## src/hw/isa_pkg.sv

```systemverilog
////////////////////////////////////////////////////////////////////////////
// integer ISA definitions for the execute and memory back end
// widths, ALU and memory operation codes, and the data memory geometry
// imported by every stage that handles words, registers or opcodes
////////////////////////////////////////////////////////////////////////////
package isa_pkg;

    // datapath word and register file address
    localparam int word_w     = 32;
    localparam int reg_addr_w = 5;

    // data memory, word addressed
    localparam int dmem_depth    = 64;
    localparam int dmem_addr_w   = $clog2(dmem_depth);
    // byte address bits below the word index
    localparam int dmem_addr_lsb = 2;

    // opcode field widths
    localparam int alu_op_w = 4;
    localparam int mem_op_w = 2;

    typedef logic [word_w-1:0]     word_t;
    typedef logic [reg_addr_w-1:0] reg_addr_t;

    // eight ALU functions, codes 8..15 are unused and yield 0
    typedef enum logic [alu_op_w-1:0] {
        alu_add = 4'd0,
        alu_sub = 4'd1,
        alu_and = 4'd2,
        alu_or  = 4'd3,
        alu_xor = 4'd4,
        alu_sll = 4'd5,
        alu_srl = 4'd6,
        alu_sra = 4'd7
    } alu_op_t;

    // memory access kind, code 3 is unused
    typedef enum logic [mem_op_w-1:0] {
        mem_none  = 2'd0,
        mem_load  = 2'd1,
        mem_store = 2'd2
    } mem_op_t;

endpackage

```

## src/hw/pipe_pkg.sv

```systemverilog
////////////////////////////////////////////////////////////////////////////
// payloads of the pipeline registers between ID, EX, MEM and WB
// valid bits travel beside these structs on separate wires
////////////////////////////////////////////////////////////////////////////
package pipe_pkg;

    import isa_pkg::*;

    // issued instruction, contents of the ID/EX register
    typedef struct packed {
        alu_op_t   alu_op;
        // operand 0, may be replaced by the MEM result
        word_t     alu_in_0;
        // operand 1, register value or immediate
        word_t     alu_in_1;
        // source register of alu_in_0
        reg_addr_t ra_addr;
        // source register of the store data
        reg_addr_t rb_addr;
        mem_op_t   mem_op;
        word_t     mem_wr_data;
        reg_addr_t dst_addr;
        // high when the result goes to the register file
        logic      gpr_we;
    } id_ex_t;

    // EX/MEM register
    typedef struct packed {
        mem_op_t   mem_op;
        // store data after forwarding
        word_t     mem_wr_data;
        reg_addr_t dst_addr;
        logic      gpr_we;
        // ALU result, also the memory byte address
        word_t     ex_out;
    } ex_mem_t;

    // MEM/WB register
    typedef struct packed {
        reg_addr_t dst_addr;
        logic      gpr_we;
        // load data or ALU result
        word_t     wb_data;
    } mem_wb_t;

endpackage

```

## src/hw/alu.sv

```systemverilog
////////////////////////////////////////////////////////////////////////////
// combinational integer ALU of the EX stage
// eight functions selected by alu_op_t, unused codes give zero
////////////////////////////////////////////////////////////////////////////
`timescale 1ns/1ns

module alu
    import isa_pkg::*;
(
    input  word_t   arg_0,
    input  word_t   arg_1,
    input  alu_op_t op,
    output word_t   val
);

    // shift amount, low five bits of the second operand
    logic [4:0] shamt;

    assign shamt = arg_1[4:0];

    always_comb begin
        case (op)
            alu_add: begin
                val = arg_0 + arg_1;
            end
            alu_sub: begin
                val = arg_0 - arg_1;
            end
            alu_and: begin
                val = arg_0 & arg_1;
            end
            alu_or: begin
                val = arg_0 | arg_1;
            end
            alu_xor: begin
                val = arg_0 ^ arg_1;
            end
            alu_sll: begin
                val = arg_0 << shamt;
            end
            alu_srl: begin
                val = arg_0 >> shamt;
            end
            alu_sra: begin
                // arithmetic, sign bit fills from the left
                val = word_t'($signed(arg_0) >>> shamt);
            end
            default: begin
                val = '0;
            end
        endcase
    end

endmodule

```

## src/hw/pipe_reg.sv

```systemverilog
////////////////////////////////////////////////////////////////////////////
// generic stage register, a valid bit plus a payload of any packed type
// used for both the EX/MEM and the MEM/WB register
////////////////////////////////////////////////////////////////////////////
`timescale 1ns/1ns

module pipe_reg #(
    parameter type payload_t = logic
) (
    input  logic     clk,
    input  logic     rst_n,
    // freeze, keeps valid and payload as they are
    input  logic     stall,
    input  logic     in_en,
    input  payload_t in_data,
    output logic     out_en,
    output payload_t out_data
);

    always_ff @(posedge clk or negedge rst_n) begin
        if (!rst_n) begin
            out_en   <= 1'b0;
            out_data <= '0;
        end else if (!stall) begin
            // bubble moves through when in_en is low
            out_en   <= in_en;
            out_data <= in_data;
        end
    end

endmodule

```

## src/hw/fwd_unit.sv

```systemverilog
////////////////////////////////////////////////////////////////////////////
// bypass decision for the instruction entering EX
// compares both source registers with the MEM stage destination
////////////////////////////////////////////////////////////////////////////
`timescale 1ns/1ns

module fwd_unit
    import isa_pkg::*;
    import pipe_pkg::*;
(
    // sources of the issued instruction
    input  reg_addr_t ra_addr,
    input  reg_addr_t rb_addr,
    // instruction now in MEM
    input  logic      mem_en,
    input  ex_mem_t   mem,
    output logic      ra_fwd_en,
    output logic      rb_fwd_en
);

    // MEM instruction will write a real register
    logic mem_wr;

    // r0 is hard zero, never a forward target
    assign mem_wr = mem_en && mem.gpr_we && (mem.dst_addr != '0);

    // one comparator per source
    // ra feeds alu_in_0
    assign ra_fwd_en = mem_wr && (mem.dst_addr == ra_addr);
    // rb feeds the store data
    assign rb_fwd_en = mem_wr && (mem.dst_addr == rb_addr);

endmodule

```

## src/hw/ex_stage.sv

```systemverilog
////////////////////////////////////////////////////////////////////////////
// execute stage, operand forwarding, ALU and the EX/MEM register
// flush kills the instruction in EX, stall holds the register
////////////////////////////////////////////////////////////////////////////
`timescale 1ns/1ns

module ex_stage
    import isa_pkg::*;
    import pipe_pkg::*;
(
    input  logic    clk,
    input  logic    rst_n,
    input  logic    stall,
    input  logic    flush,
    // ID/EX contents
    input  logic    id_en,
    input  id_ex_t  id,
    // bypass from MEM
    input  logic    ra_fwd_en,
    input  logic    rb_fwd_en,
    input  word_t   mem_fwd_data,
    // EX/MEM register
    output logic    ex_en,
    output ex_mem_t ex
);

    word_t   alu_in_0;
    word_t   st_data;
    word_t   alu_out;
    logic    ex_next_en;
    ex_mem_t ex_next;

    // operand 0 takes the MEM result on a hazard
    assign alu_in_0 = ra_fwd_en ? mem_fwd_data : id.alu_in_0;
    // store data forwarded the same way
    // alu_in_1 stays, it may be an immediate
    assign st_data  = rb_fwd_en ? mem_fwd_data : id.mem_wr_data;

    alu u_alu (
        .arg_0 (alu_in_0),
        .arg_1 (id.alu_in_1),
        .op    (id.alu_op),
        .val   (alu_out)
    );

    // EX/MEM payload, result is always the ALU value
    always_comb begin
        ex_next.mem_op      = id.mem_op;
        ex_next.mem_wr_data = st_data;
        ex_next.dst_addr    = id.dst_addr;
        ex_next.gpr_we      = id.gpr_we;
        ex_next.ex_out      = alu_out;
    end

    // flushed instruction enters MEM as a bubble
    assign ex_next_en = id_en && !flush;

    // stall wins over flush, register just holds
    pipe_reg #(
        .payload_t (ex_mem_t)
    ) u_ex_mem_reg (
        .clk      (clk),
        .rst_n    (rst_n),
        .stall    (stall),
        .in_en    (ex_next_en),
        .in_data  (ex_next),
        .out_en   (ex_en),
        .out_data (ex)
    );

endmodule

```

## src/hw/mem_stage.sv

```systemverilog
////////////////////////////////////////////////////////////////////////////
// memory stage, word addressed data memory and the MEM/WB register
// loads read asynchronously, stores write at the MEM/WB load edge
// the MEM result also feeds the bypass into EX
////////////////////////////////////////////////////////////////////////////
`timescale 1ns/1ns

module mem_stage
    import isa_pkg::*;
    import pipe_pkg::*;
(
    input  logic    clk,
    input  logic    rst_n,
    input  logic    stall,
    // EX/MEM register
    input  logic    ex_en,
    input  ex_mem_t ex,
    // MEM result to the forwarding muxes
    output word_t   mem_fwd_data,
    // MEM/WB register
    output logic    wb_en,
    output mem_wb_t wb
);

    word_t                  dmem [dmem_depth];
    logic [dmem_addr_w-1:0] dmem_addr;
    logic                   dmem_we;
    word_t                  rd_data;
    mem_wb_t                wb_next;

    // word index from the byte address
    assign dmem_addr = ex.ex_out[dmem_addr_lsb +: dmem_addr_w];

    // valid store only, nothing written while stalled
    assign dmem_we = ex_en && (ex.mem_op == mem_store) && !stall;

    // contents cleared on reset
    always_ff @(posedge clk or negedge rst_n) begin
        if (!rst_n) begin
            for (int i = 0; i < dmem_depth; i++) begin
                dmem[i] <= '0;
            end
        end else if (dmem_we) begin
            dmem[dmem_addr] <= ex.mem_wr_data;
        end
    end

    // async read, same cycle as the address
    assign rd_data = dmem[dmem_addr];

    // load data for loads, ALU result for everything else
    assign mem_fwd_data = (ex.mem_op == mem_load) ? rd_data : ex.ex_out;

    always_comb begin
        wb_next.dst_addr = ex.dst_addr;
        wb_next.gpr_we   = ex.gpr_we;
        wb_next.wb_data  = mem_fwd_data;
    end

    pipe_reg #(
        .payload_t (mem_wb_t)
    ) u_mem_wb_reg (
        .clk      (clk),
        .rst_n    (rst_n),
        .stall    (stall),
        .in_en    (ex_en),
        .in_data  (wb_next),
        .out_en   (wb_en),
        .out_data (wb)
    );

endmodule

```

## src/hw/exec_core.sv

```systemverilog
////////////////////////////////////////////////////////////////////////////
// top of the execute and memory back end
// takes the issued ID/EX payload, returns the MEM/WB payload two
// cycles later, one more cycle per stalled cycle
////////////////////////////////////////////////////////////////////////////
`timescale 1ns/1ns

module exec_core
    import isa_pkg::*;
    import pipe_pkg::*;
(
    input  logic    clk,
    input  logic    rst_n,
    input  logic    stall,
    input  logic    flush,
    // issue strobe and payload
    input  logic    id_en,
    input  id_ex_t  id,
    // writeback strobe and payload
    output logic    wb_en,
    output mem_wb_t wb
);

    logic    ra_fwd_en;
    logic    rb_fwd_en;
    word_t   mem_fwd_data;
    // EX/MEM register, seen by MEM and the bypass logic
    logic    ex_en;
    ex_mem_t ex;

    fwd_unit u_fwd_unit (
        .ra_addr   (id.ra_addr),
        .rb_addr   (id.rb_addr),
        .mem_en    (ex_en),
        .mem       (ex),
        .ra_fwd_en (ra_fwd_en),
        .rb_fwd_en (rb_fwd_en)
    );

    ex_stage u_ex_stage (
        .clk          (clk),
        .rst_n        (rst_n),
        .stall        (stall),
        .flush        (flush),
        .id_en        (id_en),
        .id           (id),
        .ra_fwd_en    (ra_fwd_en),
        .rb_fwd_en    (rb_fwd_en),
        .mem_fwd_data (mem_fwd_data),
        .ex_en        (ex_en),
        .ex           (ex)
    );

    mem_stage u_mem_stage (
        .clk          (clk),
        .rst_n        (rst_n),
        .stall        (stall),
        .ex_en        (ex_en),
        .ex           (ex),
        .mem_fwd_data (mem_fwd_data),
        .wb_en        (wb_en),
        .wb           (wb)
    );

endmodule

```

## config.mk

```make
export PLATFORM = sky130hd
export DESIGN_NAME = exec_core
export DESIGN_NICKNAME = d
export VERILOG_FILES = /design/src/hw/isa_pkg.sv /design/src/hw/pipe_pkg.sv /design/src/hw/alu.sv /design/src/hw/pipe_reg.sv /design/src/hw/fwd_unit.sv /design/src/hw/ex_stage.sv /design/src/hw/mem_stage.sv /design/src/hw/exec_core.sv
export SDC_FILE = /design/constraint.sdc
export NUM_CORES = 2
export LEC_CHECK = 0
export BUFFER_PORTS_ARGS = -buffer_cell sky130_fd_sc_hd__buf_2
export CORE_UTILIZATION = 30
export CTS_BUF_LIST = sky130_fd_sc_hd__clkbuf_4 sky130_fd_sc_hd__clkbuf_8
export CTS_CLUSTER_SIZE = 30
export DETAILED_ROUTE_END_ITERATION = 8
export GPL_ROUTABILITY_DRIVEN = 0
export HOLD_SLACK_MARGIN = 0.06
export PLACE_DENSITY = 0.57
export RECOVER_POWER = 50
export SYNTH_ARGS = -nofsm -noshare
export SYNTH_HDL_FRONTEND = slang
export SYNTH_SLANG_ARGS = --single-unit
export TNS_END_PERCENT = 30
```

## constraint.sdc

```tcl
create_clock -name clk -period 4.8 [get_ports clk]
set_input_delay 0.96 -clock clk [delete_from_list [all_inputs] [get_ports clk]]
set_output_delay 0.96 -clock clk [all_outputs]
set_load 0.05 [all_outputs]
```

==> metrics <==
Post-Route WL=460000 um; CP Launch Type=flop; RSZ-0062 raised after global routing=yes; Least-Margin Pin Slew=4.81 ns; vias=82900; cts bufs inserted=376; delay of the slowest critical-path stage=0.49 ns; I/O pin cnt=162; sw frac=29.4%; final max-slew violation count=179; Clk pwr share=40.1%; post-synthesis compound-gate area fraction=8.96%; Largest delay share family, worst path=compound AO/OA/AOI/OAI gates; maximum fanout along the worst path=18; Reg area=54100 um^2; Peak Freq=179 MHz; GR Overflow Total=0; Synth Flop Type=dfrtp_1; failing checks=design-rule violations, max-capacitance violations, max-slew violations, negative setup slack; synth-to-layout area growth=24.1%; Clock Root Buffer=clkbuf_8; adder-cell share of the synthesized area=1.16%; Clock Path Buffers=4; cell count after synthesis=8226; power share of the combinational group=17.5%; synthesized area per cell=13.1 um^2; initial antenna violation count=30; worst-case reg-to-reg path depth=25; run status=finished, violations left; WP data required=5.70 ns; sequential area share after synthesis=50.3%; detailed-route DRC error count=69; largest family of logic cells by synthesized area=multiplexers; clock skew=0.112 ns; clock sink count=2160; Leakage Power=63.0 nW; Max Cap Viol=3; DRT iter0 DRCs=10300; pwr dens=337 nW/um^2; vias per cell=5.79; number of synthesized flops with an enable pin=0; total core area=356000 um^2; Fin Setup TNS=-96.15 ns; Routed Antenna Nets=0; H-tree Lvls=5; Hold EP=u_ex_stage.u_ex_mem_reg.out_data[70]; simple-gate share of the synthesized area=4.09%; die width=600 um; FILL cells=33900; Post-CTS Hold Fix Bufs=0; post-DR wirelength/cell=32.1 um; Rows=219; WP data arrival=6.48 ns; Seq pwr share=42.4%; Final nets=9507; starting density of the core=30.2%; final worst setup slack=-0.779 ns; largest net degree at the start of global routing=107; FFs w/ async S/R, synth=100%; min-delay worst type=primary input to flop; Worst R2R End=u_ex_stage.u_ex_mem_reg.out_data[18]; Syn Nets=8448; worst hold start=id[38]; P_sw=0.0132 W; Worst path slowest cell=dfrtp_4; part of the cycle the worst path needs=116%; Power Total=0.0449 W; critical path class=flop to flop; Seq cells post-synth=2160; Slew headroom=-221%; Pre-antenna DRT Iters=9; Hold Crit Depth=2; min Tclk post-route=5.58 ns; Die Y=600 um; Worst setup EP type=flop; mux cell area share after synthesis=31.2%; GRT Util Overall=24.7%; DPL Wire Length=312000 um; Port Buffers=161; first-pass GRT wire length=647000 um; XOR/XNOR Fraction of Synth Area=0.563%; Mapped Area=107000 um^2; CTS clk-pin slew, worst paths=0.07 ns; Setup-failing EPs final=582; vias in the first global route=84300; VDD IR max=199 uV; CTS tree=built; Distinct cells, synth=97; final hold violations=0; multi-input gate area in the final layout=51400 um^2; Cell Int Power=0.0317 W; die area=360000 um^2; share of cells above drive strength 1=52.7%; r2r startpoint=u_ex_stage.u_ex_mem_reg.out_data[3]; clk_lat worst skew=1.07 ns; CP Buf/Inv Count=8; flop2flop setup slack=-0.78 ns; Ys Warns=0
-- layout by cell type, fill, tap and decap left out, types with 19 or more instances in the layout --
cell type,Yosys,final
a221oi_2,2,20
nand3_1,52,48
ha_1,98,83
nand2b_1,41,39
a22oi_1,139,124
a21oi_1,154,123
dfrtp_2,0,32
buf_2,115,162
a221o_1,53,53
clkbuf_4,0,142
o211ai_1,51,51
clkbuf_2,1,22
a31oi_1,57,45
a21o_1,24,23
xnor2_1,57,52
o22ai_1,96,91
nor2_1,195,163
mux4_2,248,248
inv_1,86,76
nand2_1,354,311
and3_1,27,22
o21ai_1,1,19
o21a_1,25,23
mux2_2,2227,2226
and2_1,23,19
buf_12,5,165
nand2_2,0,42
a21oi_2,2,28
a221oi_1,154,134
buf_6,16,33
a22o_1,58,57
dfrtp_1,2160,2123
and3b_1,29,27
clkbuf_8,0,461
mux2i_1,272,261
o21ai_0,189,164
nor2_4,0,27
clkinv_2,0,19
nor3_1,55,48
buf_4,31,1082
-- layer usage --
layer,up-vias,track usage [%],wire (um)
met4,14,14.2,30500
met2,4938,37.4,200000
met3,1369,6.34,44900
li1,32900,-,-
met1,43700,32.1,184000
met5,-,0,81
-- cell usage after synthesis, drive strengths merged (53+ instances only) --
library cell | instances | area (um^2)
a221oi | 156 | 1380
mux4 | 248 | 5590
a31oi | 57 | 357
xnor2 | 57 | 499
nand2 | 354 | 1330
clkbuf | 471 | 1770
nor3 | 55 | 275
a22o | 58 | 508
o22ai | 96 | 601
dfrtp | 2160 | 54100
inv | 90 | 338
mux2i | 274 | 2750
ha | 98 | 1230
a21oi | 156 | 788
o21ai | 190 | 951
buf | 364 | 1850
a22oi | 139 | 1040
mux2 | 2236 | 25200
a221o | 53 | 531
nor2 | 195 | 732
-- logic make-up after synthesis --
family	Yosys count
adder cells (fa/ha/maj)	99
XOR/XNOR	69
multiplexers	2758
AND/OR/NAND/NOR	908
AO/OA/AOI/OAI	1307
flip-flops	2160
buffers and inverters	925
-- power by group through the flow --
| stage | clock network [W] | registers (W) | logic (W) |
|---|---|---|---|
| 4_1_cts | 0.0182 | 0.0190 | 0.00753 |
| 3_5_place_dp | 0 | 0.0194 | 0.00720 |
| 2_1_floorplan | 0 | 0.0194 | 0.00304 |
| 5_1_grt | 0.0191 | 0.0191 | 0.00807 |
| 6_report | 0.0180 | 0.0191 | 0.00788 |
| 3_3_place_gp | 0 | 0.0193 | 0.00714 |
-- registers in the layout, summed over array words and instances (netlist names) --
name and flops:
u_ex_stage.u_ex_mem_reg.out_data 72, u_mem_stage.u_mem_wb_reg.out_en 1, u_mem_stage.dmem 2048, u_ex_stage.u_ex_mem_reg.out_en 1, u_mem_stage.u_mem_wb_reg.out_data 38
-- stage by stage --
stage / setup slack [ns] / util [%] / cell area [um^2] / hold slack, ns / cells
2_1_floorplan: -0.467 / - / 108000 / 0.471 / 8226
3_3_place_gp: -1.83 / 34.5 / 123000 / 0.463 / 13600
3_5_place_dp: -1.76 / 34.5 / 123000 / 0.470 / 13600
4_1_cts: -0.670 / 37.2 / 132000 / 0.0603 / 14300
5_1_grt: -0.806 / 37.4 / 133000 / 0.116 / 14300
6_report: -0.779 / 37.4 / 133000 / 0.140 / 14300
-- cell type report --
type / count / area share (%)
Inverter: 90 / 0.279
Antenna cell: 14 / 0.0263
Sequential cell: 2160 / 40.6
Clock buffer: 592 / 5.50
Multi-Input combinational cell: 5141 / 38.6
Timing Repair Buffer: 1516 / 10.1
Clock inverter: 43 / 0.381
Tap cell: 4751 / 4.46
-- worst max-delay path by stage --
stage | start | endpoint | slack (ns) | cells after the start
4_1_cts | u_ex_stage.u_ex_mem_reg.out_data[2] | u_ex_stage.u_ex_mem_reg.out_data[18] | -0.67 | 25
6_report | u_ex_stage.u_ex_mem_reg.out_data[3] | u_ex_stage.u_ex_mem_reg.out_data[18] | -0.78 | 25
2_1_floorplan | id[50] | u_ex_stage.u_ex_mem_reg.out_data[31] | -0.47 | 25
5_1_grt | u_ex_stage.u_ex_mem_reg.out_data[2] | u_ex_stage.u_ex_mem_reg.out_data[18] | -0.81 | 27
3_5_place_dp | u_ex_stage.u_ex_mem_reg.out_data[2] | u_ex_stage.u_ex_mem_reg.out_data[18] | -1.76 | 26
3_3_place_gp | u_ex_stage.u_ex_mem_reg.out_data[2] | u_ex_stage.u_ex_mem_reg.out_data[18] | -1.83 | 26
-- repair_timing --
item / CTS / global route
pin swaps: 87 / 70
resized for setup: 237 / 144
setup buffers: 36 / 35
gates cloned: 7 / 4
setup endpoints to repair: 32 / 32
(Power assumes the default switching activity.)
